## config.mk

```make
export PLATFORM = sky130hd
export DESIGN_NAME = st_glue_top
export DESIGN_NICKNAME = d
export VERILOG_FILES = /design/src/st_glue_pkg.sv /design/src/st_audio_mix.sv /design/src/st_glue_regs.sv /design/src/st_glue_top.sv /design/src/st_mem_decode.sv /design/src/ste_joypad.sv
export VERILOG_INCLUDE_DIRS = /design/src
export SDC_FILE = /design/constraint.sdc
export NUM_CORES = 1
export LEC_CHECK = 0
export BUFFER_PORTS_ARGS = -buffer_cell sky130_fd_sc_hd__buf_2
export CAP_MARGIN = 25
export CORE_AREA = 4 4 149 93
export CTS_BUF_LIST = sky130_fd_sc_hd__clkbuf_8
export DETAILED_ROUTE_END_ITERATION = 8
export DIE_AREA = 0 0 153 97
export MAX_ROUTING_LAYER = met4
export REMOVE_ABC_BUFFERS = 1
export SYNTH_ARGS = -nofsm -noshare
export SYNTH_HDL_FRONTEND = slang
export SYNTH_SLANG_ARGS = --single-unit
```

## constraint.sdc

```tcl
create_clock -name clk_32 -period 3.5 [get_ports clk_32]
set_input_delay 0 -clock clk_32 [delete_from_list [all_inputs] [get_ports clk_32]]
set_output_delay 0 -clock clk_32 [all_outputs]
set_load 0.02 [all_outputs]
```

## src/st_glue_consts.svh

```systemverilog
`ifndef ST_GLUE_CONSTS_SVH
`define ST_GLUE_CONSTS_SVH

// shared widths and constants of the ste chipset glue

// bus word address, bits 23 down to 1
`define ST_ADDR_W 23

// apb register port
`define ST_APB_AW 8
`define ST_APB_DW 16

// sample widths
// ym2149 output, unsigned
`define ST_YM_W 10
// dma sound output, unsigned
`define ST_DMA_W 8
// mixed signed output
`define ST_MIX_W 15

// midpoints of the unsigned sources
`define ST_YM_BIAS 512
`define ST_DMA_BIAS 128

// joypad select latch after reset, all rows deselected
`define ST_JOY_OUT_RST 8'hFF

// one joystick input word from the host
`define ST_JOY_W 16

`endif

```

## src/st_glue_pkg.sv

```systemverilog
`default_nettype none

`include "st_glue_consts.svh"

package st_glue_pkg;

	// ram size code as held in the system config register
	// codes 6 and 7 are stored as is and disable all ram
	typedef enum logic [2:0] {
		RAM_512K = 3'd0,
		RAM_1M   = 3'd1,
		RAM_2M   = 3'd2,
		RAM_4M   = 3'd3,
		RAM_8M   = 3'd4,
		RAM_14M  = 3'd5
	} ram_size_e;

	// apb register offsets
	typedef enum logic [`ST_APB_AW-1:0] {
		REG_SYS_CFG    = 8'h00,
		REG_CACHE_CTRL = 8'h04,
		REG_JOY_OUT    = 8'h08,
		// read only, live joypad ports
		REG_JOY_IN     = 8'h0C
	} reg_addr_e;

endpackage

`default_nettype wire

```

## src/st_audio_mix.sv

```systemverilog
`timescale 1ns/100ps
`default_nettype none

`include "st_glue_consts.svh"

module st_audio_mix (
	input  wire                  clk_32,
	input  wire                  xsint,
	input  wire [`ST_YM_W-1:0]   ym_l_i,
	input  wire [`ST_YM_W-1:0]   ym_r_i,
	input  wire [`ST_DMA_W-1:0]  dma_l_i,
	input  wire [`ST_DMA_W-1:0]  dma_r_i,
	output logic [`ST_MIX_W-1:0] audio_l_o,
	output logic [`ST_MIX_W-1:0] audio_r_o
);

	// one channel: remove the midpoints, scale both to 15 bits, add
	function automatic logic [`ST_MIX_W-1:0] mix_chan(
		input logic [`ST_YM_W-1:0]  ym,
		input logic [`ST_DMA_W-1:0] dma
	);
		logic [`ST_YM_W-1:0]  s_ym;
		logic [`ST_DMA_W-1:0] s_dma;
		s_ym  = ym - `ST_YM_W'(`ST_YM_BIAS);
		s_dma = dma - `ST_DMA_W'(`ST_DMA_BIAS);
		// low bits refilled from the msbs for a near full scale range
		return {s_ym[9], s_ym, s_ym[9:6]} + {s_dma[7], s_dma, s_dma[7:2]};
	endfunction

	always_ff @(posedge clk_32 or negedge xsint) begin
		if (!xsint) begin
			audio_l_o <= '0;
			audio_r_o <= '0;
		end else begin
			audio_l_o <= mix_chan(ym_l_i, dma_l_i);
			audio_r_o <= mix_chan(ym_r_i, dma_r_i);
		end
	end

endmodule

`default_nettype wire

```

## src/st_glue_regs.sv

```systemverilog
`timescale 1ns/100ps
`default_nettype none

`include "st_glue_consts.svh"

module st_glue_regs import st_glue_pkg::*; (
	input  wire                  clk_32,
	input  wire                  xsint,
	// apb slave
	input  wire                  psel_i,
	input  wire                  penable_i,
	input  wire                  pwrite_i,
	input  wire [`ST_APB_AW-1:0] paddr_i,
	input  wire [`ST_APB_DW-1:0] pwdata_i,
	output logic [`ST_APB_DW-1:0] prdata_o,
	output logic                 pready_o,
	output logic                 pslverr_o,
	// live joypad port readback
	input  wire [3:0]            pad0_dout_i,
	input  wire [1:0]            pad0_btn_i,
	input  wire [3:0]            pad1_dout_i,
	input  wire [1:0]            pad1_btn_i,
	// configuration outputs
	output ram_size_e            ram_size_o,
	output logic                 tos192k_o,
	output logic                 cache_en_o,
	output logic                 cpu_16mhz_o,
	output logic [7:0]           joy_sel_o
);

	logic                  access;
	logic                  addr_ok;
	logic                  wr_en;
	logic [`ST_APB_DW-1:0] joy_in_word;
	logic [`ST_APB_DW-1:0] rd_data;

	// second phase of a transfer, never stretched
	assign access   = psel_i & penable_i;
	assign pready_o = access;

	// pads side by side, buttons above the direction bits
	assign joy_in_word = {4'h0, pad1_btn_i, pad0_btn_i, pad1_dout_i, pad0_dout_i};

	// offset decode and read mux
	always_comb begin
		addr_ok = 1'b1;
		rd_data = '0;
		case (reg_addr_e'(paddr_i))
			REG_SYS_CFG: begin
				rd_data[3:0] = {tos192k_o, ram_size_o};
			end
			REG_CACHE_CTRL: begin
				rd_data[1:0] = {cache_en_o, cpu_16mhz_o};
			end
			REG_JOY_OUT: begin
				rd_data[7:0] = joy_sel_o;
			end
			REG_JOY_IN: begin
				rd_data = joy_in_word;
			end
			default: begin
				addr_ok = 1'b0;
			end
		endcase
	end

	// unknown offset, or a write to the read-only port
	assign pslverr_o = access & (~addr_ok | (pwrite_i & (paddr_i == REG_JOY_IN)));

	// data only while the access phase is up
	assign prdata_o = access ? rd_data : '0;

	// a flagged write is dropped
	assign wr_en = access & pwrite_i & ~pslverr_o;

	always_ff @(posedge clk_32 or negedge xsint) begin
		if (!xsint) begin
			ram_size_o  <= RAM_512K;
			tos192k_o   <= 1'b0;
			cache_en_o  <= 1'b0;
			cpu_16mhz_o <= 1'b0;
			joy_sel_o   <= `ST_JOY_OUT_RST;
		end else if (wr_en) begin
			case (reg_addr_e'(paddr_i))
				REG_SYS_CFG: begin
					// size codes 6 and 7 kept, they mean no ram
					ram_size_o <= ram_size_e'(pwdata_i[2:0]);
					tos192k_o  <= pwdata_i[3];
				end
				REG_CACHE_CTRL: begin
					cpu_16mhz_o <= pwdata_i[0];
					cache_en_o  <= pwdata_i[1];
				end
				REG_JOY_OUT: begin
					joy_sel_o <= pwdata_i[7:0];
				end
				default: begin
				end
			endcase
		end
	end

endmodule

`default_nettype wire

```

## src/st_glue_top.sv

```systemverilog
`timescale 1ns/100ps
`default_nettype none

`include "st_glue_consts.svh"

module st_glue_top import st_glue_pkg::*; (
	input  wire                  clk_32,
	input  wire                  xsint,
	// apb register port
	input  wire                  psel_i,
	input  wire                  penable_i,
	input  wire                  pwrite_i,
	input  wire [`ST_APB_AW-1:0] paddr_i,
	input  wire [`ST_APB_DW-1:0] pwdata_i,
	output wire [`ST_APB_DW-1:0] prdata_o,
	output wire                  pready_o,
	output wire                  pslverr_o,
	// mega ste speed control
	output wire                  cache_en_o,
	output wire                  cpu_16mhz_o,
	// ste joypad ports
	input  wire [`ST_JOY_W-1:0]  joy0_i,
	input  wire [`ST_JOY_W-1:0]  joy1_i,
	// memory bus
	input  wire [`ST_ADDR_W:1]   bus_addr_i,
	input  wire                  rom_sel_i,
	input  wire                  ram_req_i,
	output wire [`ST_ADDR_W:1]   sdram_addr_o,
	output wire                  sdram_req_o,
	// audio
	input  wire [`ST_YM_W-1:0]   ym_l_i,
	input  wire [`ST_YM_W-1:0]   ym_r_i,
	input  wire [`ST_DMA_W-1:0]  dma_l_i,
	input  wire [`ST_DMA_W-1:0]  dma_r_i,
	output wire [`ST_MIX_W-1:0]  audio_l_o,
	output wire [`ST_MIX_W-1:0]  audio_r_o
);

	ram_size_e  ram_size;
	wire        tos192k;
	wire [7:0]  joy_sel;
	wire [3:0]  pad0_dout;
	wire [1:0]  pad0_btn;
	wire [3:0]  pad1_dout;
	wire [1:0]  pad1_btn;

	st_glue_regs i_regs (
		.clk_32      (clk_32),
		.xsint       (xsint),
		.psel_i      (psel_i),
		.penable_i   (penable_i),
		.pwrite_i    (pwrite_i),
		.paddr_i     (paddr_i),
		.pwdata_i    (pwdata_i),
		.prdata_o    (prdata_o),
		.pready_o    (pready_o),
		.pslverr_o   (pslverr_o),
		.pad0_dout_i (pad0_dout),
		.pad0_btn_i  (pad0_btn),
		.pad1_dout_i (pad1_dout),
		.pad1_btn_i  (pad1_btn),
		.ram_size_o  (ram_size),
		.tos192k_o   (tos192k),
		.cache_en_o  (cache_en_o),
		.cpu_16mhz_o (cpu_16mhz_o),
		.joy_sel_o   (joy_sel)
	);

	// low latch nibble scans pad 0, high nibble pad 1
	ste_joypad i_pad0 (
		.joy_i     (joy0_i),
		.sel_i     (joy_sel[3:0]),
		.dout_o    (pad0_dout),
		.buttons_o (pad0_btn)
	);

	ste_joypad i_pad1 (
		.joy_i     (joy1_i),
		.sel_i     (joy_sel[7:4]),
		.dout_o    (pad1_dout),
		.buttons_o (pad1_btn)
	);

	st_mem_decode i_mem_decode (
		.clk_32       (clk_32),
		.xsint        (xsint),
		.bus_addr_i   (bus_addr_i),
		.rom_sel_i    (rom_sel_i),
		.ram_req_i    (ram_req_i),
		.ram_size_i   (ram_size),
		.tos192k_i    (tos192k),
		.sdram_addr_o (sdram_addr_o),
		.sdram_req_o  (sdram_req_o)
	);

	st_audio_mix i_audio_mix (
		.clk_32    (clk_32),
		.xsint     (xsint),
		.ym_l_i    (ym_l_i),
		.ym_r_i    (ym_r_i),
		.dma_l_i   (dma_l_i),
		.dma_r_i   (dma_r_i),
		.audio_l_o (audio_l_o),
		.audio_r_o (audio_r_o)
	);

endmodule

`default_nettype wire

```

## src/st_mem_decode.sv

```systemverilog
`timescale 1ns/100ps
`default_nettype none

`include "st_glue_consts.svh"

module st_mem_decode import st_glue_pkg::*; (
	input  wire                 clk_32,
	input  wire                 xsint,
	input  wire [`ST_ADDR_W:1]  bus_addr_i,
	input  wire                 rom_sel_i,
	input  wire                 ram_req_i,
	input  ram_size_e           ram_size_i,
	input  wire                 tos192k_i,
	output logic [`ST_ADDR_W:1] sdram_addr_o,
	output logic                sdram_req_o
);

	logic                ram_en;
	logic [`ST_ADDR_W:1] addr_nxt;

	// ram window per configured size
	always_comb begin
		case (ram_size_i)
			RAM_512K: ram_en = (bus_addr_i[23:19] == 5'b00000);
			RAM_1M:   ram_en = (bus_addr_i[23:20] == 4'b0000);
			RAM_2M:   ram_en = (bus_addr_i[23:21] == 3'b000);
			RAM_4M:   ram_en = (bus_addr_i[23:22] == 2'b00);
			RAM_8M:   ram_en = ~bus_addr_i[23];
			// everything below $c00000 plus $c00000-$dfffff
			RAM_14M: begin
				ram_en = ~(bus_addr_i[23] & bus_addr_i[22]) |
					(bus_addr_i[23:21] == 3'b110);
			end
			// codes 6 and 7 map no ram at all
			default:  ram_en = 1'b0;
		endcase
	end

	// rom fetches land in the tos image area of sdram
	// 192k tos lives at $fc0000 and newer tos at $e00000
	always_comb begin
		if (!rom_sel_i) begin
			addr_nxt = bus_addr_i;
		end else if (tos192k_i) begin
			addr_nxt = {4'hF, 2'b11, bus_addr_i[17:1]};
		end else begin
			addr_nxt = {4'hE, 2'b00, bus_addr_i[17:1]};
		end
	end

	// ram request inside the configured window
	always_ff @(posedge clk_32 or negedge xsint) begin
		if (!xsint) begin
			sdram_req_o <= 1'b0;
		end else begin
			sdram_req_o <= ram_req_i & ~rom_sel_i & ram_en;
		end
	end

	// address follows every cycle
	always_ff @(posedge clk_32) begin
		sdram_addr_o <= addr_nxt;
	end

endmodule

`default_nettype wire

```

## src/ste_joypad.sv

```systemverilog
`timescale 1ns/100ps
`default_nettype none

`include "st_glue_consts.svh"

module ste_joypad (
	input  wire [`ST_JOY_W-1:0] joy_i,
	input  wire [3:0]           sel_i,
	output logic [3:0]          dout_o,
	output logic [1:0]          buttons_o
);

	// open collector row scan
	// a low select line pulls the pressed keys of its row low
	always_comb begin
		dout_o = 4'hF;
		for (int k = 0; k < 4; k++) begin
			if (!sel_i[k]) begin
				dout_o = dout_o & ~joy_i[4*k +: 4];
			end
		end
	end

	// fire buttons sit on the first two rows only
	// pressed and selected gives a low line
	assign buttons_o[0] = ~(~sel_i[0] & joy_i[4]);
	assign buttons_o[1] = ~(~sel_i[1] & joy_i[5]);

endmodule

`default_nettype wire

```

; After elaboration in Yosys (flattened, before gate mapping)
; Cells that the tools add are included.
[classes]
n_reduce_logical = 10
magnitude_cmp = 0
add_sub_neg = 6
multipliers = 0
n_bitwise = 41
eq_ne = 9
n_shift = 0
div_mod_pow = 0
mux = 17
[op_table]
columns = cell, count
row1 = 4-bit 2-to-1 mux, 9
row2 = 4-bit inverter, 8
row3 = 14-bit by 14-bit adder with 15-bit output, 2
row4 = 4-bit AND, 6
row5 = 23-bit 2-to-1 mux, 1
row6 = 20-bit 2-to-1 mux, 1
row7 = "10-bit subtractor, second input constant", 2
row8 = "8-bit by 4-bit == test with 1-bit output, second input constant", 2
row9 = "8-bit subtractor, second input constant", 2
row10 = 1-bit inverter, 13
row11 = 1-bit AND, 12
row12 = 12-bit 2-to-1 mux, 1
row13 = "3-bit == test, second input constant", 3
row14 = "8-bit by 3-bit == test with 1-bit output, second input constant", 1
row15 = 8-bit zero test, 1
row16 = 2-bit one-hot mux with 4 select lines, 1
row17 = 4-bit one-hot mux with 2 select lines, 1
row18 = "3-bit by 2-bit == test with 1-bit output, second input constant", 2
row19 = 3-bit zero test, 2
row20 = 1-bit one-hot mux with 6 select lines, 1
row21 = 2-bit one-hot mux with 3 select lines, 1
row22 = 2-bit AND reduction, 3
row23 = 5-bit zero test, 1
row24 = 4-bit zero test, 1
row25 = other kinds (5), 6
[word_totals]
mem_count = 0
ram_bits = 0
input_bits = 122
romBits = 0
register_bits = 68
latchBits = 0
word_cells = 92

; Depth between registers and ports, before layout
; Gate-level depths: netlist of run 1.
[depth]
depth_word = 10
mapped_depth = 7
depth_no_buf = 7

; Cells and area by module
; A second synthesis of run 1 with hierarchy kept.
[hier_totals]
cells_unflattened = 370
hier_area_um2 = 3838.7
[by_module_without_submodules]
columns = mod, cells_per_inst, area_per_inst_um2, seq_area_each_um2, instances
row1 = st_audio_mix, 215, 2070.7, 750.7, 1
row2 = st_glue_regs, 74, 862.1, 360.3, 1
row3 = st_mem_decode, 43, 608.1, 485.5, 1
row4 = ste_joypad, 19, 148.9, 0.0, 2

; Worst setup path after synthesis of run 1
; No wires, ideal clock.
[synth_path]
kind = input to register
from = in ym_l_i[6]
to = reg i_audio_mix.audio_l_o[12]
path_slack_ns = 1.850
cell_stages = 7
arrival_ns = 1.571
required_time_ns = 3.421
path_cell_list = ha_1 fa_1 a21o_1 a311oi_1 nor2_1 o211ai_2 mux2i_1
[synth_between]
elab_chain_cells = 2
[synth_lines]
columns = item, line_no
row1 = start: declaration, st_glue_top.sv:31  ; input wire [`ST_YM_W-1:0] ym_l_i,
row2 = 10-bit subtractor, st_audio_mix.sv:24  ; s_ym = ym - `ST_YM_W'(`ST_YM_BIAS);
row3 = 14-bit by 14-bit adder with 15-bit output, st_audio_mix.sv:27  ; return {s_ym[9], s_ym, s_ym[9:6]} + {s_dma[7], s_dma, s_dma[7:2]};
row4 = end signal: assignment, st_audio_mix.sv:35  ; audio_l_o <= mix_chan(ym_l_i, dma_l_i);
row5 = end: declaration, st_audio_mix.sv:13  ; output logic [`ST_MIX_W-1:0] audio_l_o,
; Every way passes these cells.
; A chain may end at the register's enable or synchronous reset.

; Worst setup path in the final report of run 1
[layout_path]
from = in dma_l_i[2]
to = reg i_audio_mix.audio_l_o[14]
[layout_between]
elab_chain_cells = 2
[layout_lines]
columns = item, line_no
row1 = start: declaration, st_glue_top.sv:33  ; input wire [`ST_DMA_W-1:0] dma_l_i,
row2 = 8-bit subtractor, st_audio_mix.sv:25  ; s_dma = dma - `ST_DMA_W'(`ST_DMA_BIAS);
row3 = 14-bit by 14-bit adder with 15-bit output, st_audio_mix.sv:27
; Every way passes these cells.

==> metrics, run 1 <==
synthesized area 3681 um2; DRC 0; dpl ws 1572 ps; WL/cell approximately 15 um; total power ~0.0022 W; RePlAce Congestion about 1; crit start category primary input; fin crit share approximately three fifths; top cells by instance count after synthesis dfrtp_1, ha_1, a21oi_1, dfxtp_1, inv_1; reg2reg path depth 4; io pins between 150 and 200; top_reg_cell synth dfrtp_1; DR WL met2 5189 um; top cells by area, synth dfrtp_1, dfxtp_1, ha_1, dfstp_2, a21oi_1; setup tns final 0 ps; worst skew pair latency ~350 ps; Final Max Slew Viols 0; max-cap violation count 0; first-pass GRT wire length 18870 um; Routed WL roughly 12000 um; RSZ-0062 raised after global routing no; Seq cells post-synth slightly below 70; Port Buffers between 150 and 200; die height between 90 and 100 um; leakage 2.660 nW; Worst Path Buf+Inv 2; initial antenna violation count 0; Mapped Cells ~340; WHS Path Cells 3; VDD IR max around 0.17 mV; Fillers between 1000 and 1500; Final Worst Setup Slack roughly 1400 ps; CTS Buffer Depth 2; WHS Endpoint i_audio_mix.audio_r_o[2]; CP peak stage delay 530 ps; CP top delay family compound AO/OA/AOI/OAI gates; top cell type's share of synthesized area between 20% and 30%; Sink Count about 70; post-layout net count 730; CTS tree built; Die Width roughly 150 um; core area roughly 13000 um2; Crit-path slowest cell dlygate4sd3_1; power per cell area 404.8 nW/um2; Worst setup EP type register; Worst Tran Pin Value 589.1 ps; Unique masters post-synth 63; met3 wire len 879 um; Slew HR 60.73%; Critical R2R Launch i_regs.ram_size_o[0]; gr usage total roughly 16%; min-delay src dma_r_i[4]; Mean Syn Cell Area 10.73 um2; highest metal layer with signal wires met4; vias around 3500; DPL Wire Length between 9000 and 10000 um; gr ovfl total 0; crit path DAT around 2400 ps; top-count cell post-synth dfrtp_1; drt pass-1 iters 4; Clock Pin Slew Worst Setup and Hold Paths 90 ps; f_max roughly 0.47 GHz; register area around 1600 um2; Post-synth EDFFs 0; number of vias per cell around 4.7; synth warn 0; largest area contributor in the netlist dfrtp_1; multi-input logic area around 1900 um2; cts bufs inserted 9; met1 wire length between 5000 and 6000 um; Root Buffer clkbuf_8; worst-path fanout max 4; P&R area growth vs syn 47.72%; DRT iter0 DRCs ~130; die area ~15000 um2; Fin. Hold Viols 0; minimum clock period approximately 2100 ps; vias in the first global route 3682; Final Setup Violations 0; worst path required time 3780 ps; initial core utilization between 20% and 30%; CTS H-tree depth 3; utilization after layout between 40 and 50%; flop-to-flop setup slack ~2100 ps; reg-to-reg endpoint i_mem_decode.sdram_req_o; Post-synth ARST share 66.18%; Inserted Diodes 0; Final ANT Viol Nets 0; CTS resizes 0; layout cells sized above 1 40.31%; Setup Skew approximately 12 ps; critical path class primary input to register; post-synthesis sequential area ratio between 40% and 50%; largest net degree at the start of global routing 24; worst min path class primary input to register; worst path cell trace dlygate4sd3_1 -> buf_2 -> ha_1 -> fa_1 -> a21o_1 -> a311oi_1 -> nor2_1 -> o211ai_1 -> a22o_1; outcome completed; Site Rows 32
## layout make-up
cell class	count	share of cell area [%]
multi-input cells	246	35.57
flip-flops and latches	68	29.36
repair buffers	231	25.86
well taps	170	3.912
clock buffers	9	2.278
inverters	22	1.519
clock inverters	7	1.496
## report_power, final
part | switching, W | total (W) | internal (W)
Clock | 0.000347 | 0.000686 | 0.000339
Sequential | 0.0000270 | 0.000894 | 0.000867
Combinational | 0.000356 | 0.000621 | 0.000265
## state kept, by name, indices dropped and copies added (netlist names)
name,count
i_mem_decode.sdram_addr_o,23
i_audio_mix.audio_l_o,15
i_audio_mix.audio_r_o,15
i_regs.joy_sel_o,8
i_regs.ram_size_o,3
i_mem_decode.sdram_req_o,1
i_regs.cache_en_o,1
i_regs.cpu_16mhz_o,1
i_regs.tos192k_o,1
## how the worst max path moves through the flow
stage               slack (ps)                start                        end  depth (start not counted)
floorplan                 1850            ym_l_i[6]  i_audio_mix.audio_l_o[12]                          7
global placement          1590            ym_l_i[6]  i_audio_mix.audio_l_o[12]                          8
detailed placement        1570            ym_l_i[6]  i_audio_mix.audio_l_o[12]                          8
CTS                       1370  i_regs.joy_sel_o[0]                prdata_o[1]                          6
global route              1280           dma_l_i[2]  i_audio_mix.audio_l_o[12]                          9
finish                    1390           dma_l_i[2]  i_audio_mix.audio_l_o[14]                          9
## through the flow
stage | cells | instance area [um2] | hold slack (ps)
global route | 753 | 5438 | 26.42
detailed placement | 690 | 4762 | 38.53
finish | 753 | 5438 | 41.55
global placement | 689 | 4742 | 102.8
CTS | 753 | 5438 | 14.60
floorplan | 336 | 3613 | -295.6
## worst min-delay path, cell delays in order
cell,delay (ps)
buf_2,90
ha_1,180
xor2_1,80
## timing repair
item | CTS | global route
hold buffers | 47 | 0
setup buffers | 0 | 0
hold endpoints to repair | 60 | 0
## cell families after synthesis
| group | share of synthesized area (%) |
|---|---|
| AOI/OAI and AO/OA | 17.51 |
| muxes | 7.410 |
| other | 0.1019 |
| buffers and inverters | 4.385 |
| adders and majority gates | 10.61 |
| DFF | 43.37 |
| xor gates and xnor gates | 5.710 |
| and+or+nand+nor | 10.91 |
## routing by layer
layer,global-route usage (%),up-vias
li1,-,1707
met1,20.90,1651
met2,24.41,162
met3,4.694,17
met4,4.517,0
met5,-,-
## cell usage in the layout, fill, tap and decap left out, drive strengths merged, types with 3 or more instances in the layout
master / instances
a21oi: 26
xor2: 12
a221o: 4
and3: 4
clkbuf: 9
o21ai: 13
conb: 4
a21o: 8
dlygate4sd3: 47
nand2: 19
mux2i: 4
mux2: 14
dfxtp: 23
buf: 184
a211oi: 5
or2: 3
a22oi: 4
o211ai: 6
ha: 28
dfstp: 8
nor2: 14
xnor2: 12
a221oi: 5
dfrtp: 37
nand2b: 4
nor2b: 9
inv: 25
nand3: 9
and2: 3
a31oi: 5
Power figures use the tool's default switching activity.
==> inputs of run 2 (changes only) <==
==> constraint.sdc (replaced) <==
create_clock -name clk_32 -period 2.2 [get_ports clk_32]
set_input_delay 0 -clock clk_32 [delete_from_list [all_inputs] [get_ports clk_32]]
set_output_delay 0 -clock clk_32 [all_outputs]
set_load 0.02 [all_outputs]
==> run 2 against run 1 <==
  * Global-route usage down 0.28 points
  * Via count down 0.82%
  * Cell count up 0.40%
  * Clock skew down 3.9 ps
  * Non-clock buffer count up 3
  * Largest cell class unchanged
  * Largest power group unchanged
==> metrics, run 2 (synthesis results as in run 1) <==
worst-path fanout max 4 (unchanged); crit start category primary input (unchanged); max-cap violation count 0 (unchanged); vias in the first global route 3614 (was 3682); Post-DP Area 4757 um2 (was 4762 um2); CTS tree built (unchanged); Worst Path Buf+Inv 2 (unchanged); most flop-heavy register i_mem_decode.sdram_addr_o (unchanged); initial core utilization 29.28% (unchanged); CTS Buffer Depth 2 (unchanged); most frequent cells in the layout buf_2, dlygate4sd3_1, dfrtp_1 (unchanged); critical path class primary input to register (unchanged); power per cell area 638.2 nW/um2 (was 404.8 nW/um2); Worst setup EP type register (unchanged); Routed WL 11510 um (was 11630 um); initial antenna violation count 0 (unchanged); Crit-path slowest cell dlygate4sd3_1 (unchanged); worst path cell trace dlygate4sd3_1 -> buf_2 -> ha_1 -> fa_1 -> a21o_1 -> a311oi_2 -> nor2_1 -> o211ai_2 -> mux2i_1 (was dlygate4sd3_1 -> buf_2 -> ha_1 -> fa_1 -> a21o_1 -> a311oi_1 -> nor2_1 -> o211ai_1 -> a22o_1); crit path DAT 2410 ps (was 2390 ps); Fillers 1227 (was 1234); setup bufs post-CTS 0 (unchanged); WL/cell 15.22 um (was 15.44 um); drt pass-1 iters 4 (unchanged); flip-flop count of the largest register after layout 23 (unchanged); Final Cell Area 5482 um2 (was 5438 um2); CP top delay family compound AO/OA/AOI/OAI gates (unchanged); P&R area growth vs syn 48.91% (was 47.72%); die height 97 um (unchanged); Sink Count 68 (unchanged); flop-to-flop setup slack 770 ps (was 2090 ps); Slew HR 62.54% (was 60.73%); Port Buffers 183 (unchanged); post-layout net count 733 (was 730); CP peak stage delay 540 ps (was 530 ps); total power 0.003498 W (was 0.002201 W); layout cells sized above 1 40.78% (was 40.31%); largest registers i_mem_decode.sdram_addr_o (23), i_audio_mix.audio_l_o (15), i_audio_mix.audio_r_o (15) (unchanged); f_max ~0.47 GHz; register area 1597 um2 (unchanged); die area 14840 um2 (unchanged); number of vias per cell 4.640 (was 4.697); gr usage total 15.76% (was 16.04%); vias 3508 (was 3537); Root Buffer clkbuf_8 (unchanged); Worst Tran Pin Value 561.9 ps (was 589.1 ps); Fin. Hold Viols 0 (unchanged); Inserted Diodes 0 (unchanged); worst min path class primary input to register (unchanged); VDD IR max 0.2698 mV (was 0.1721 mV); Final Max Slew Viols 0 (unchanged); DRT iter0 DRCs 139 (was 125); Final ANT Viol Nets 0 (unchanged); multi-input logic area 1946 um2 (was 1934 um2); largest net degree at the start of global routing 42 (was 24); RePlAce Congestion 0.9739 (was 0.9866); gr ovfl total 0 (unchanged); minimum clock period between 2000 and 2500 ps; first-pass GRT wire length 18620 um (was 18870 um); most common cell after layout, fill and taps aside buf_2 (unchanged); CTS H-tree depth 3 (unchanged); core area 12570 um2 (unchanged); worst skew pair latency 340 ps (was 350 ps); fin crit share 97.48%; outcome completed (unchanged); cts bufs inserted 9 (unchanged); Die Width 153 um (unchanged); DPL Wire Length 8996 um (was 9076 um); leakage 2.679 nW (was 2.660 nW); DRC 0 (unchanged); io pins 196 (unchanged); Clock Pin Slew Worst Setup and Hold Paths 80 ps (was 90 ps); Site Rows 32 (unchanged); Setup Skew 7.629 ps (was 11.57 ps); worst path required time 2470 ps (was 3780 ps); Final Setup Violations 0 (unchanged)
run 2: changes by cell type in the layout (fill, tap and decap cells not counted), sizes merged:
cell / previous run / this run
buf: 184 / 186
dlygate4sd3: 47 / 48
run 2: final timing paths:
path | from | end | cells past startpoint
min in group asynchronous | xsint | i_audio_mix.audio_l_o[12] | 2
worst min register to register | i_regs.tos192k_o | i_regs.tos192k_o | 1
worst max-delay path | dma_l_i[2] | i_audio_mix.audio_l_o[12] | 9
worst min-delay path | ym_r_i[1] | i_audio_mix.audio_r_o[5] | 3
worst max register to register | i_regs.ram_size_o[0] | i_mem_decode.sdram_req_o | 4
max in group asynchronous | xsint | i_regs.joy_sel_o[7] | 3
run 2: worst min-delay path: stages:
cell     delay [ps]
buf_2            80
ha_1            200
xnor2_1          90
run 2: repair_timing:
| action | 4_1_cts | 5_1_grt |
|---|---|---|
| hold buffers | 48 | 0 |
| endpoints found under the hold margin | 79 | 0 |
| resized for setup | 0 | 2 |
| endpoints found under the setup margin | 0 | 2 |
run 2: area by class of cell:
cell class	instances	share of cell area, %
Clock inverter	7	1.484
Clock buffer	9	2.260
Multi-Input combinational cell	246	35.49
Sequential cell	68	29.13
Timing Repair Buffer	234	26.25
Tap cell	170	3.880
Inverter	22	1.507
run 2: power by group:
part | internal [W] | switching (W) | leakage, nW
logic | 0.000430 | 0.000573 | 1.85
registers | 0.00138 | 0.0000387 | 0.724
clock network | 0.000539 | 0.000538 | 0.101
run 2: through the flow:
stage          instances  setup WS [ps]  TNS, ps  hold slack, ps  util [%]
2_1_floorplan        336          550.0        0          -295.6         -
3_3_place_gp         691          304.2        0           102.7     37.84
3_5_place_dp         691          306.3        0           104.1     37.84
4_1_cts              755          75.33        0           25.47     43.29
5_1_grt              756         -21.64   -21.64           45.32     43.60
6_report             756          55.51        0           56.99     43.60
run 2: per-layer routing:
layer	routed length [um]	vias to the layer above	global-route usage (%)
met2	5037	156	23.77
met5	0	-	-
li1	-	1720	-
met1	5534	1614	21.21
met3	740	18	3.621
met4	195	0	4.723
